[src/sample_pkg.sv]
package sample_pkg;

  ////////////////////////////////////////
  // channel count and widths
  ////////////////////////////////////////

  // two analog channels in each direction
  localparam int CHN = 2;

  // raw ADC pin word, lowest 2 bits reserved
  localparam int ADC_W = 16;
  // calibrated sample and DAC code width
  localparam int SMP_W = 14;

  ////////////////////////////////////////
  // sample types
  ////////////////////////////////////////

  typedef logic        [ADC_W-1:0] adc_raw_t;
  typedef logic signed [SMP_W-1:0] sample_t;
  // unsigned code, negative slope
  typedef logic        [SMP_W-1:0] dac_code_t;

  // saturation limits of a signed 14 bit sample
  localparam int SAMPLE_MAX = 8191;
  localparam int SAMPLE_MIN = -8192;

  // DAC code that outputs a zero sample
  localparam dac_code_t DAC_ZERO = 14'h1fff;

endpackage

[src/calib_pkg.sv]
package calib_pkg;

  ////////////////////////////////////////
  // calibration types
  ////////////////////////////////////////

  localparam int MUL_W = 16;
  localparam int SUM_W = 14;

  // gain, 1.0 is 16'h4000
  typedef logic signed [MUL_W-1:0] cal_mul_t;
  // offset in sample units
  typedef logic signed [SUM_W-1:0] cal_sum_t;

  // product is scaled back by 2^14
  localparam int MUL_SHIFT = 14;

  // register reset values
  localparam cal_mul_t MUL_UNITY = 16'h4000;
  localparam cal_sum_t SUM_RESET = 14'sd0;

  ////////////////////////////////////////
  // configuration port and address map
  ////////////////////////////////////////

  localparam int CFG_AW = 4;
  localparam int CFG_DW = 16;

  typedef logic [CFG_AW-1:0] cfg_addr_t;
  typedef logic [CFG_DW-1:0] cfg_data_t;

  // ADC side gain/offset pairs
  localparam cfg_addr_t ADR_ADC_MUL0 = 4'd0;
  localparam cfg_addr_t ADR_ADC_SUM0 = 4'd1;
  localparam cfg_addr_t ADR_ADC_MUL1 = 4'd2;
  localparam cfg_addr_t ADR_ADC_SUM1 = 4'd3;
  // DAC side gain/offset pairs
  localparam cfg_addr_t ADR_DAC_MUL0 = 4'd4;
  localparam cfg_addr_t ADR_DAC_SUM0 = 4'd5;
  localparam cfg_addr_t ADR_DAC_MUL1 = 4'd6;
  localparam cfg_addr_t ADR_DAC_SUM1 = 4'd7;
  // loopback enables, bit i for channel i
  localparam cfg_addr_t ADR_LOOP     = 4'd8;

endpackage

[src/frontend_regs.sv]
module frontend_regs
  import sample_pkg::*;
  import calib_pkg::*;
(
  input  logic                   adc_clk,
  input  logic                   top_rst,
  // configuration strobes
  input  logic                   cfg_wr_i,
  input  logic                   cfg_rd_i,
  input  cfg_addr_t              cfg_addr_i,
  input  cfg_data_t              cfg_wdata_i,
  output cfg_data_t              cfg_rdata_o,
  // calibration settings
  output cal_mul_t [CHN-1:0]     adc_mul_o,
  output cal_sum_t [CHN-1:0]     adc_sum_o,
  output cal_mul_t [CHN-1:0]     dac_mul_o,
  output cal_sum_t [CHN-1:0]     dac_sum_o,
  // loopback enables
  output logic     [CHN-1:0]     loop_o
);

  // read data before the output register
  cfg_data_t rd_dat;

  ////////////////////////////////////////
  // write decode
  ////////////////////////////////////////

  always_ff @(posedge adc_clk, posedge top_rst) begin
    if (top_rst) begin
      adc_mul_o <= {CHN{MUL_UNITY}};
      adc_sum_o <= {CHN{SUM_RESET}};
      dac_mul_o <= {CHN{MUL_UNITY}};
      dac_sum_o <= {CHN{SUM_RESET}};
      loop_o    <= '0;
    end else if (cfg_wr_i) begin
      // offsets keep only the low 14 bits
      case (cfg_addr_i)
        ADR_ADC_MUL0: adc_mul_o[0] <= cfg_wdata_i;
        ADR_ADC_SUM0: adc_sum_o[0] <= cfg_wdata_i[SUM_W-1:0];
        ADR_ADC_MUL1: adc_mul_o[1] <= cfg_wdata_i;
        ADR_ADC_SUM1: adc_sum_o[1] <= cfg_wdata_i[SUM_W-1:0];
        ADR_DAC_MUL0: dac_mul_o[0] <= cfg_wdata_i;
        ADR_DAC_SUM0: dac_sum_o[0] <= cfg_wdata_i[SUM_W-1:0];
        ADR_DAC_MUL1: dac_mul_o[1] <= cfg_wdata_i;
        ADR_DAC_SUM1: dac_sum_o[1] <= cfg_wdata_i[SUM_W-1:0];
        ADR_LOOP:     loop_o       <= cfg_wdata_i[CHN-1:0];
        // unmapped, nothing changes
        default: ;
      endcase
    end
  end

  ////////////////////////////////////////
  // read multiplexer
  ////////////////////////////////////////

  // offsets come back sign extended, loop bits zero extended
  always_comb begin
    case (cfg_addr_i)
      ADR_ADC_MUL0: rd_dat = cfg_data_t'(adc_mul_o[0]);
      ADR_ADC_SUM0: rd_dat = cfg_data_t'(adc_sum_o[0]);
      ADR_ADC_MUL1: rd_dat = cfg_data_t'(adc_mul_o[1]);
      ADR_ADC_SUM1: rd_dat = cfg_data_t'(adc_sum_o[1]);
      ADR_DAC_MUL0: rd_dat = cfg_data_t'(dac_mul_o[0]);
      ADR_DAC_SUM0: rd_dat = cfg_data_t'(dac_sum_o[0]);
      ADR_DAC_MUL1: rd_dat = cfg_data_t'(dac_mul_o[1]);
      ADR_DAC_SUM1: rd_dat = cfg_data_t'(dac_sum_o[1]);
      ADR_LOOP:     rd_dat = cfg_data_t'(loop_o);
      // unmapped reads as zero
      default:      rd_dat = '0;
    endcase
  end

  // read data lands one cycle after the strobe
  // and holds until the next one
  always_ff @(posedge adc_clk, posedge top_rst) begin
    if (top_rst) begin
      cfg_rdata_o <= '0;
    end else if (cfg_rd_i) begin
      cfg_rdata_o <= rd_dat;
    end
  end

endmodule

[src/adc_decode.sv]
module adc_decode
  import sample_pkg::*;
(
  input  logic                   adc_clk,
  input  logic                   top_rst,
  // raw ADC pins
  input  adc_raw_t [CHN-1:0]     adc_dat_i,
  // calibrated DAC samples for loopback
  input  sample_t  [CHN-1:0]     loop_dat_i,
  input  logic     [CHN-1:0]     loop_i,
  // decoded sample stream
  output sample_t  [CHN-1:0]     dec_dat_o
);

  // capture register, one per channel
  sample_t [CHN-1:0] raw_q;

  ////////////////////////////////////////
  // capture and sign decode
  ////////////////////////////////////////

  // msb kept, the rest inverted
  // reserved low bits are dropped
  always_ff @(posedge adc_clk, posedge top_rst) begin
    if (top_rst) begin
      raw_q <= '0;
    end else begin
      for (int i = 0; i < CHN; i++) begin
        raw_q[i] <= {adc_dat_i[i][ADC_W-1], ~adc_dat_i[i][ADC_W-2:ADC_W-SMP_W]};
      end
    end
  end

  ////////////////////////////////////////
  // digital loopback
  ////////////////////////////////////////

  // combinational, adds no cycle to the DAC path
  always_comb begin
    for (int i = 0; i < CHN; i++) begin
      dec_dat_o[i] = loop_i[i] ? loop_dat_i[i] : raw_q[i];
    end
  end

endmodule

[src/calib_linear.sv]
module calib_linear
  import sample_pkg::*;
  import calib_pkg::*;
(
  input  logic     adc_clk,
  input  logic     top_rst,
  // sample in
  input  sample_t  dat_i,
  // gain and offset
  input  cal_mul_t mul_i,
  input  cal_sum_t sum_i,
  // calibrated sample out
  output sample_t  dat_o
);

  // full product, 14 x 16 bits
  logic signed [SMP_W+MUL_W-1:0]           prd;
  logic signed [SMP_W+MUL_W-1:0]           prd_shf;
  // scaled product, stage one register
  logic signed [SMP_W+MUL_W-MUL_SHIFT-1:0] shf_q;
  // offset sum, one guard bit
  logic signed [SMP_W+MUL_W-MUL_SHIFT:0]   add;
  sample_t                                 sat;

  ////////////////////////////////////////
  // stage one, gain
  ////////////////////////////////////////

  // signed multiply then arithmetic shift
  assign prd     = dat_i * mul_i;
  assign prd_shf = prd >>> MUL_SHIFT;

  // upper bits after the shift are only sign copies
  always_ff @(posedge adc_clk, posedge top_rst) begin
    if (top_rst) begin
      shf_q <= '0;
    end else begin
      shf_q <= prd_shf[SMP_W+MUL_W-MUL_SHIFT-1:0];
    end
  end

  ////////////////////////////////////////
  // stage two, offset and clamp
  ////////////////////////////////////////

  assign add = shf_q + sum_i;

  // clamp into the 14 bit sample range
  always_comb begin
    if (add > SAMPLE_MAX) begin
      sat = sample_t'(SAMPLE_MAX);
    end else if (add < SAMPLE_MIN) begin
      sat = sample_t'(SAMPLE_MIN);
    end else begin
      sat = add[SMP_W-1:0];
    end
  end

  always_ff @(posedge adc_clk, posedge top_rst) begin
    if (top_rst) begin
      dat_o <= '0;
    end else begin
      dat_o <= sat;
    end
  end

endmodule

[src/dac_encode.sv]
module dac_encode
  import sample_pkg::*;
(
  input  logic                   adc_clk,
  input  logic                   top_rst,
  // calibrated generator samples
  input  sample_t   [CHN-1:0]    dat_i,
  // DAC pin codes
  output dac_code_t [CHN-1:0]    dac_dat_o
);

  ////////////////////////////////////////
  // signed to negative slope code
  ////////////////////////////////////////

  // sign bit kept, magnitude bits inverted
  // output register sits next to the pins
  always_ff @(posedge adc_clk, posedge top_rst) begin
    if (top_rst) begin
      dac_dat_o <= {CHN{DAC_ZERO}};
    end else begin
      for (int i = 0; i < CHN; i++) begin
        dac_dat_o[i] <= {dat_i[i][SMP_W-1], ~dat_i[i][SMP_W-2:0]};
      end
    end
  end

endmodule

[src/frontend_top.sv]
module frontend_top
  import sample_pkg::*;
  import calib_pkg::*;
(
  input  logic                   adc_clk,
  input  logic                   top_rst,
  // ADC pins
  input  adc_raw_t  [CHN-1:0]    adc_dat_i,
  // generator samples
  input  sample_t   [CHN-1:0]    gen_dat_i,
  // configuration strobes
  input  logic                   cfg_wr_i,
  input  logic                   cfg_rd_i,
  input  cfg_addr_t              cfg_addr_i,
  input  cfg_data_t              cfg_wdata_i,
  output cfg_data_t              cfg_rdata_o,
  // calibrated acquisition samples
  output sample_t   [CHN-1:0]    osc_dat_o,
  // DAC pins, one port per channel
  output dac_code_t [CHN-1:0]    dac_dat_o
);

  ////////////////////////////////////////
  // local signals
  ////////////////////////////////////////

  // calibration settings
  cal_mul_t [CHN-1:0] adc_mul;
  cal_sum_t [CHN-1:0] adc_sum;
  cal_mul_t [CHN-1:0] dac_mul;
  cal_sum_t [CHN-1:0] dac_sum;
  // loopback enables
  logic     [CHN-1:0] loop;

  // decoded ADC stream, after loopback mux
  sample_t  [CHN-1:0] dec_dat;
  // calibrated DAC stream
  sample_t  [CHN-1:0] dac_cal;

  ////////////////////////////////////////
  // register file
  ////////////////////////////////////////

  frontend_regs u_frontend_regs (
    .adc_clk     (adc_clk    ),
    .top_rst     (top_rst    ),
    .cfg_wr_i    (cfg_wr_i   ),
    .cfg_rd_i    (cfg_rd_i   ),
    .cfg_addr_i  (cfg_addr_i ),
    .cfg_wdata_i (cfg_wdata_i),
    .cfg_rdata_o (cfg_rdata_o),
    .adc_mul_o   (adc_mul    ),
    .adc_sum_o   (adc_sum    ),
    .dac_mul_o   (dac_mul    ),
    .dac_sum_o   (dac_sum    ),
    .loop_o      (loop       )
  );

  ////////////////////////////////////////
  // generator path
  ////////////////////////////////////////

  // DAC calibration, 2 cycles
  for (genvar i = 0; i < CHN; i++) begin : for_dac
    calib_linear u_calib_dac (
      .adc_clk (adc_clk   ),
      .top_rst (top_rst   ),
      .dat_i   (gen_dat_i[i]),
      .mul_i   (dac_mul[i]),
      .sum_i   (dac_sum[i]),
      .dat_o   (dac_cal[i])
    );
  end : for_dac

  // DAC code register, 1 cycle
  dac_encode u_dac_encode (
    .adc_clk   (adc_clk  ),
    .top_rst   (top_rst  ),
    .dat_i     (dac_cal  ),
    .dac_dat_o (dac_dat_o)
  );

  ////////////////////////////////////////
  // acquisition path
  ////////////////////////////////////////

  // capture plus loopback from the calibrated DAC stream
  adc_decode u_adc_decode (
    .adc_clk    (adc_clk  ),
    .top_rst    (top_rst  ),
    .adc_dat_i  (adc_dat_i),
    .loop_dat_i (dac_cal  ),
    .loop_i     (loop     ),
    .dec_dat_o  (dec_dat  )
  );

  // ADC calibration, 2 cycles
  for (genvar i = 0; i < CHN; i++) begin : for_adc
    calib_linear u_calib_adc (
      .adc_clk (adc_clk     ),
      .top_rst (top_rst     ),
      .dat_i   (dec_dat[i]  ),
      .mul_i   (adc_mul[i]  ),
      .sum_i   (adc_sum[i]  ),
      .dat_o   (osc_dat_o[i])
    );
  end : for_adc

endmodule

[config.mk]
export PLATFORM = sky130hd
export DESIGN_NAME = frontend_top
export DESIGN_NICKNAME = d
export VERILOG_FILES = /design/src/sample_pkg.sv /design/src/calib_pkg.sv /design/src/frontend_regs.sv /design/src/adc_decode.sv /design/src/calib_linear.sv /design/src/dac_encode.sv /design/src/frontend_top.sv
export SDC_FILE = /design/constraint.sdc
export NUM_CORES = 2
export LEC_CHECK = 0
export BUFFER_PORTS_ARGS = -buffer_cell sky130_fd_sc_hd__buf_2
export CAP_MARGIN = 5
export CORE_UTILIZATION = 60
export CTS_CLUSTER_DIAMETER = 150
export DETAILED_ROUTE_END_ITERATION = 10
export PLACE_DENSITY = 0.77
export SLEW_MARGIN = 25
export SYNTH_ARGS = -nofsm -noshare
export SYNTH_HDL_FRONTEND = slang
export SYNTH_SLANG_ARGS = --single-unit
[constraint.sdc]
create_clock -name adc_clk -period 10.3 [get_ports adc_clk]
set_clock_uncertainty 0.05 [all_clocks]
set_input_delay 0.515 -clock adc_clk [delete_from_list [all_inputs] [get_ports adc_clk]]
set_output_delay 0.515 -clock adc_clk [all_outputs]
set_load 0.02 [all_outputs]
==> results.rst <==
.. list-table::
   :header-rows: 1

   * - Metric
     - Value
   * - Post-synth top flop
     - sky130_fd_sc_hd__dfrtp_1
   * - CTS tree
     - built
   * - Master cell of the clock root buffer
     - sky130_fd_sc_hd__clkbuf_16
   * - Setup total negative slack
     - 0 ps
   * - Outcome
     - complete, no violations
   * - Max clock buf depth
     - 3
   * - Clock transition at the registers of the reported paths
     - 60 ps
   * - Clock buffer count from CTS
     - 35
   * - Critical path origin
     - u_frontend_regs.loop_o[0]
   * - R2r setup slk
     - 2670 ps
   * - Total of fill cells in the finished design
     - 5899
   * - Avg Synthesized Cell Area
     - 9.98 µm²
   * - Core area
     - 74800 µm²
   * - Largest net degree at the start of global routing
     - 114
   * - Clock sink count
     - 314
   * - Seq/Total Area, Yosys
     - 0.173
   * - Endpoints failing setup
     - 0
   * - Synthesis-stage register bit count
     - 314
   * - Post-synthesis net count
     - 5869
   * - Mapped Cells
     - 4573
   * - Highest-count cells in the layout ignoring fill and taps
     - sky130_fd_sc_hd__inv_1, sky130_fd_sc_hd__fa_1, sky130_fd_sc_hd__nand2_1, sky130_fd_sc_hd__ha_1, sky130_fd_sc_hd__dfrtp_1
   * - Buffers added on ports
     - 151
   * - Iteration-0 DRC count of the detailed router
     - 2424
   * - Number of pins with negative max-slew slack in the final report
     - 0
   * - Netlist Area Pre-Place
     - 45600 µm²
   * - Remaining number of nets flagged by the antenna check after routing
     - 0
   * - Area growth, synth to finish
     - 6.11%
   * - Destination of the critical timing path
     - for_adc[0].u_calib_adc.shf_q[14]
   * - Count of placed standard cells in the final layout, fillers left out
     - 5626
   * - Placed cells
     - 5559
   * - Number of distinct library cells after synthesis
     - 64
   * - Portion of the clock cycle consumed by the worst path in the final layout
     - 0.741
   * - Count of standard-cell rows
     - 100
   * - Endpoint of the worst-slack reg-to-reg timing path
     - for_adc[0].u_calib_adc.shf_q[14]
   * - Most common library cell in the layout ignoring fill and taps
     - sky130_fd_sc_hd__inv_1
   * - Weighted congestion reported at the end of routability-driven placement
     - 0.945
   * - Hold Crit Depth
     - 1
   * - Number of design rule violations left after detail routing
     - 0
   * - Count of flip-flops with a built-in enable after synthesis
     - 0
   * - Number of warnings reported in the yosys synthesis log
     - 0
   * - Vias per inst
     - 5.70
   * - Post-DP HPWL
     - 86900 µm
   * - CP Data Arrival Time
     - 8050 ps
   * - Final wirelength
     - 111000 µm
   * - Starting density of the core
     - 0.610
   * - Slew Limit Headroom
     - 0.272
   * - Origin of the worst min-delay path
     - adc_dat_i[15]
   * - Kind of path behind the tightest hold check
     - input port to register
   * - Sort of element at the end of the critical path
     - register
   * - Final Net Count
     - 5924
   * - Hold Vio Cnt, Final
     - 0
   * - Wire length of the first global-routing pass
     - 183000 µm
   * - Max Freq
     - 131 MHz
   * - Number of optimization iterations in the first detailed-route pass
     - 6
   * - Unrepaired setup endpoints after global routing
     - no
   * - Fraction of layout instances using a drive strength above 1
     - 0.0931
   * - Worst R2R Start
     - u_frontend_regs.loop_o[0]
   * - Die Y
     - 278 µm
   * - Worst slew pin tran
     - 1090 ps
   * - CP Data Required Time
     - 10710 ps
   * - Category of the most critical setup path
     - register to register
   * - Multi-input gate area
     - 33300 µm²
   * - Grt total ovfl
     - 0
   * - Floorplan die area
     - 77100 µm²
   * - Total track usage
     - 0.304
   * - Chip Width
     - 278 µm
   * - Avg WL per Cell
     - 19.7 µm
   * - Number of global-route vias before repair
     - 34500
   * - Number of antenna violations at the first check in global routing
     - 15
   * - PostCTS Resize Cnt
     - 0
   * - Fraction of registers with async set or reset after synthesis
     - 1.00
   * - Number of max-cap violations
     - 0
   * - Number of vias after detailed routing
     - 32100
   * - CP max FO
     - 16
   * - Number of primary I/O pins
     - 156
   * - Seq. cell area
     - 7900 µm²
   * - Worst reg-to-reg path cell count
     - 22
   * - Post-layout min period
     - 7630 ps
   * - Worst-Skew Late Latency
     - 560 ps
   * - Max H-tree Level
     - 2
   * - Startpoint types
     - register
   * - Post-CTS setup-driven buffer insertion count
     - 0
## stage by stage
| step | cell area [µm²] | hold WS [ps] | setup WS [ps] | util |
|---|---|---|---|---|
| finish | 48400 | 16.5 | 2670 | 0.647 |
| detailed placement | 47200 | 320 | 2570 | 0.631 |
| floorplan | 45600 | 303 | 1100 | - |
| CTS | 48400 | 4.12 | 2520 | 0.646 |
| global route | 48400 | 15.9 | 2410 | 0.647 |
| global placement | 47200 | 322 | 2590 | 0.631 |
## worst min path at each step
stage | to | slack, ps
3_3_place_gp | u_dac_encode.dac_dat_o[27] | 320
2_1_floorplan | u_dac_encode.dac_dat_o[13] | 300
4_1_cts | u_adc_decode.raw_q[13] | 4
6_report | u_adc_decode.raw_q[13] | 20
5_1_grt | u_adc_decode.raw_q[13] | 20
3_5_place_dp | u_dac_encode.dac_dat_o[27] | 320
## critical path, stage by stage (launching register included)
cell,delay (ps)
sky130_fd_sc_hd__dfrtp_1,940
sky130_fd_sc_hd__mux2_2,610
sky130_fd_sc_hd__and2_1,260
sky130_fd_sc_hd__fa_1,530
sky130_fd_sc_hd__inv_1,60
sky130_fd_sc_hd__fa_1,540
sky130_fd_sc_hd__inv_1,50
sky130_fd_sc_hd__fa_1,490
sky130_fd_sc_hd__fa_1,480
sky130_fd_sc_hd__fa_1,510
sky130_fd_sc_hd__inv_1,50
sky130_fd_sc_hd__fa_1,470
sky130_fd_sc_hd__inv_1,40
sky130_fd_sc_hd__ha_1,330
sky130_fd_sc_hd__a21oi_1,90
sky130_fd_sc_hd__o21ai_0,470
sky130_fd_sc_hd__a211oi_1,110
sky130_fd_sc_hd__a21oi_1,280
sky130_fd_sc_hd__nand4_1,220
sky130_fd_sc_hd__a211oi_1,460
sky130_fd_sc_hd__or3_1,220
sky130_fd_sc_hd__a21o_1,140
sky130_fd_sc_hd__xor2_1,140
## cells by family (layout without fill, tap and decap cells)
group / after synthesis / after routing / synth area share
xor gates and xnor gates: 151 / 151 / 0.0290
buffers and inverters: 1200 / 1280 / 0.0990
muxes: 158 / 158 / 0.0386
adders and majority gates: 1212 / 1212 / 0.477
and+or+nand+nor: 1132 / 1132 / 0.124
AOI/OAI and AO/OA: 406 / 406 / 0.0594
DFF: 314 / 314 / 0.173
other: 0 / 4 / 0
## timing repair
action | in CTS | in global routing
hold buffers | 1 | 0
endpoints found under the hold margin | 1 | 0
endpoints found under the setup margin | 0 | 0
## flip-flops by register name, indices dropped and copies added, names as in the netlist
register                     cells
for_adc.u_calib_adc.shf_q       32
for_dac.u_calib_dac.shf_q       32
u_frontend_regs.adc_mul_o       32
u_frontend_regs.dac_mul_o       32
for_adc.u_calib_adc.dat_o       28
for_dac.u_calib_dac.dat_o       28
u_adc_decode.raw_q              28
u_dac_encode.dac_dat_o          28
u_frontend_regs.adc_sum_o       28
u_frontend_regs.dac_sum_o       28
u_frontend_regs.cfg_rdata_o     16
u_frontend_regs.loop_o           2
## metal layers
metal	share of wire	up-vias	wire [µm]	global-route usage
met1	0.39	16500	43500	0.401
li1	-	14000	-	-
met5	0.0011	-	125	0
met3	0.091	305	10100	0.0650
met4	0.044	20	4880	0.119
met2	0.47	1257	52300	0.492
## synthesized netlist by cell type, types with 8 or more instances
cell / number / area [µm²]
sky130_fd_sc_hd__a222oi_1: 10 / 100
sky130_fd_sc_hd__or2_2: 12 / 75.1
sky130_fd_sc_hd__nand2b_1: 48 / 300
sky130_fd_sc_hd__a31oi_1: 14 / 87.6
sky130_fd_sc_hd__nor3_1: 25 / 125
sky130_fd_sc_hd__ha_1: 336 / 4200
sky130_fd_sc_hd__fa_1: 876 / 17500
sky130_fd_sc_hd__o21ai_1: 11 / 55.1
sky130_fd_sc_hd__or3_1: 8 / 50.1
sky130_fd_sc_hd__xor2_1: 47 / 412
sky130_fd_sc_hd__clkbuf_1: 143 / 537
sky130_fd_sc_hd__a21o_1: 57 / 428
sky130_fd_sc_hd__o21ai_0: 57 / 285
sky130_fd_sc_hd__a211oi_1: 21 / 158
sky130_fd_sc_hd__and2_1: 264 / 1650
sky130_fd_sc_hd__xnor2_1: 104 / 911
sky130_fd_sc_hd__nor2_1: 114 / 428
sky130_fd_sc_hd__nand2_1: 426 / 1600
sky130_fd_sc_hd__nand4_1: 10 / 62.6
sky130_fd_sc_hd__and3_1: 9 / 56.3
sky130_fd_sc_hd__a211o_1: 9 / 78.8
sky130_fd_sc_hd__buf_1: 8 / 30.0
sky130_fd_sc_hd__o22ai_1: 18 / 113
sky130_fd_sc_hd__o21bai_1: 10 / 75.1
sky130_fd_sc_hd__nor2b_1: 167 / 1040
sky130_fd_sc_hd__a22oi_1: 28 / 210
sky130_fd_sc_hd__dfstp_2: 30 / 788
sky130_fd_sc_hd__mux2i_1: 16 / 160
sky130_fd_sc_hd__a21oi_1: 90 / 450
sky130_fd_sc_hd__nand3_1: 34 / 170
sky130_fd_sc_hd__o21a_1: 26 / 195
sky130_fd_sc_hd__inv_1: 1045 / 3920
sky130_fd_sc_hd__mux2_2: 142 / 1600
sky130_fd_sc_hd__o211ai_1: 8 / 60.1
sky130_fd_sc_hd__dfrtp_1: 284 / 7110
## area by class of cell
type                       count  share of cell area
inverter                    1045              0.0812
timing repair buffer         173              0.0191
sequential                   314               0.163
tap                          969              0.0250
multi-input combinational   3059               0.688
clock buffer                  44              0.0196
clock inverter                18             0.00385
antenna                        4            0.000207
Power is not shown: default switching activity piles up to over one toggle a cycle in this logic, so the estimate is an artifact.
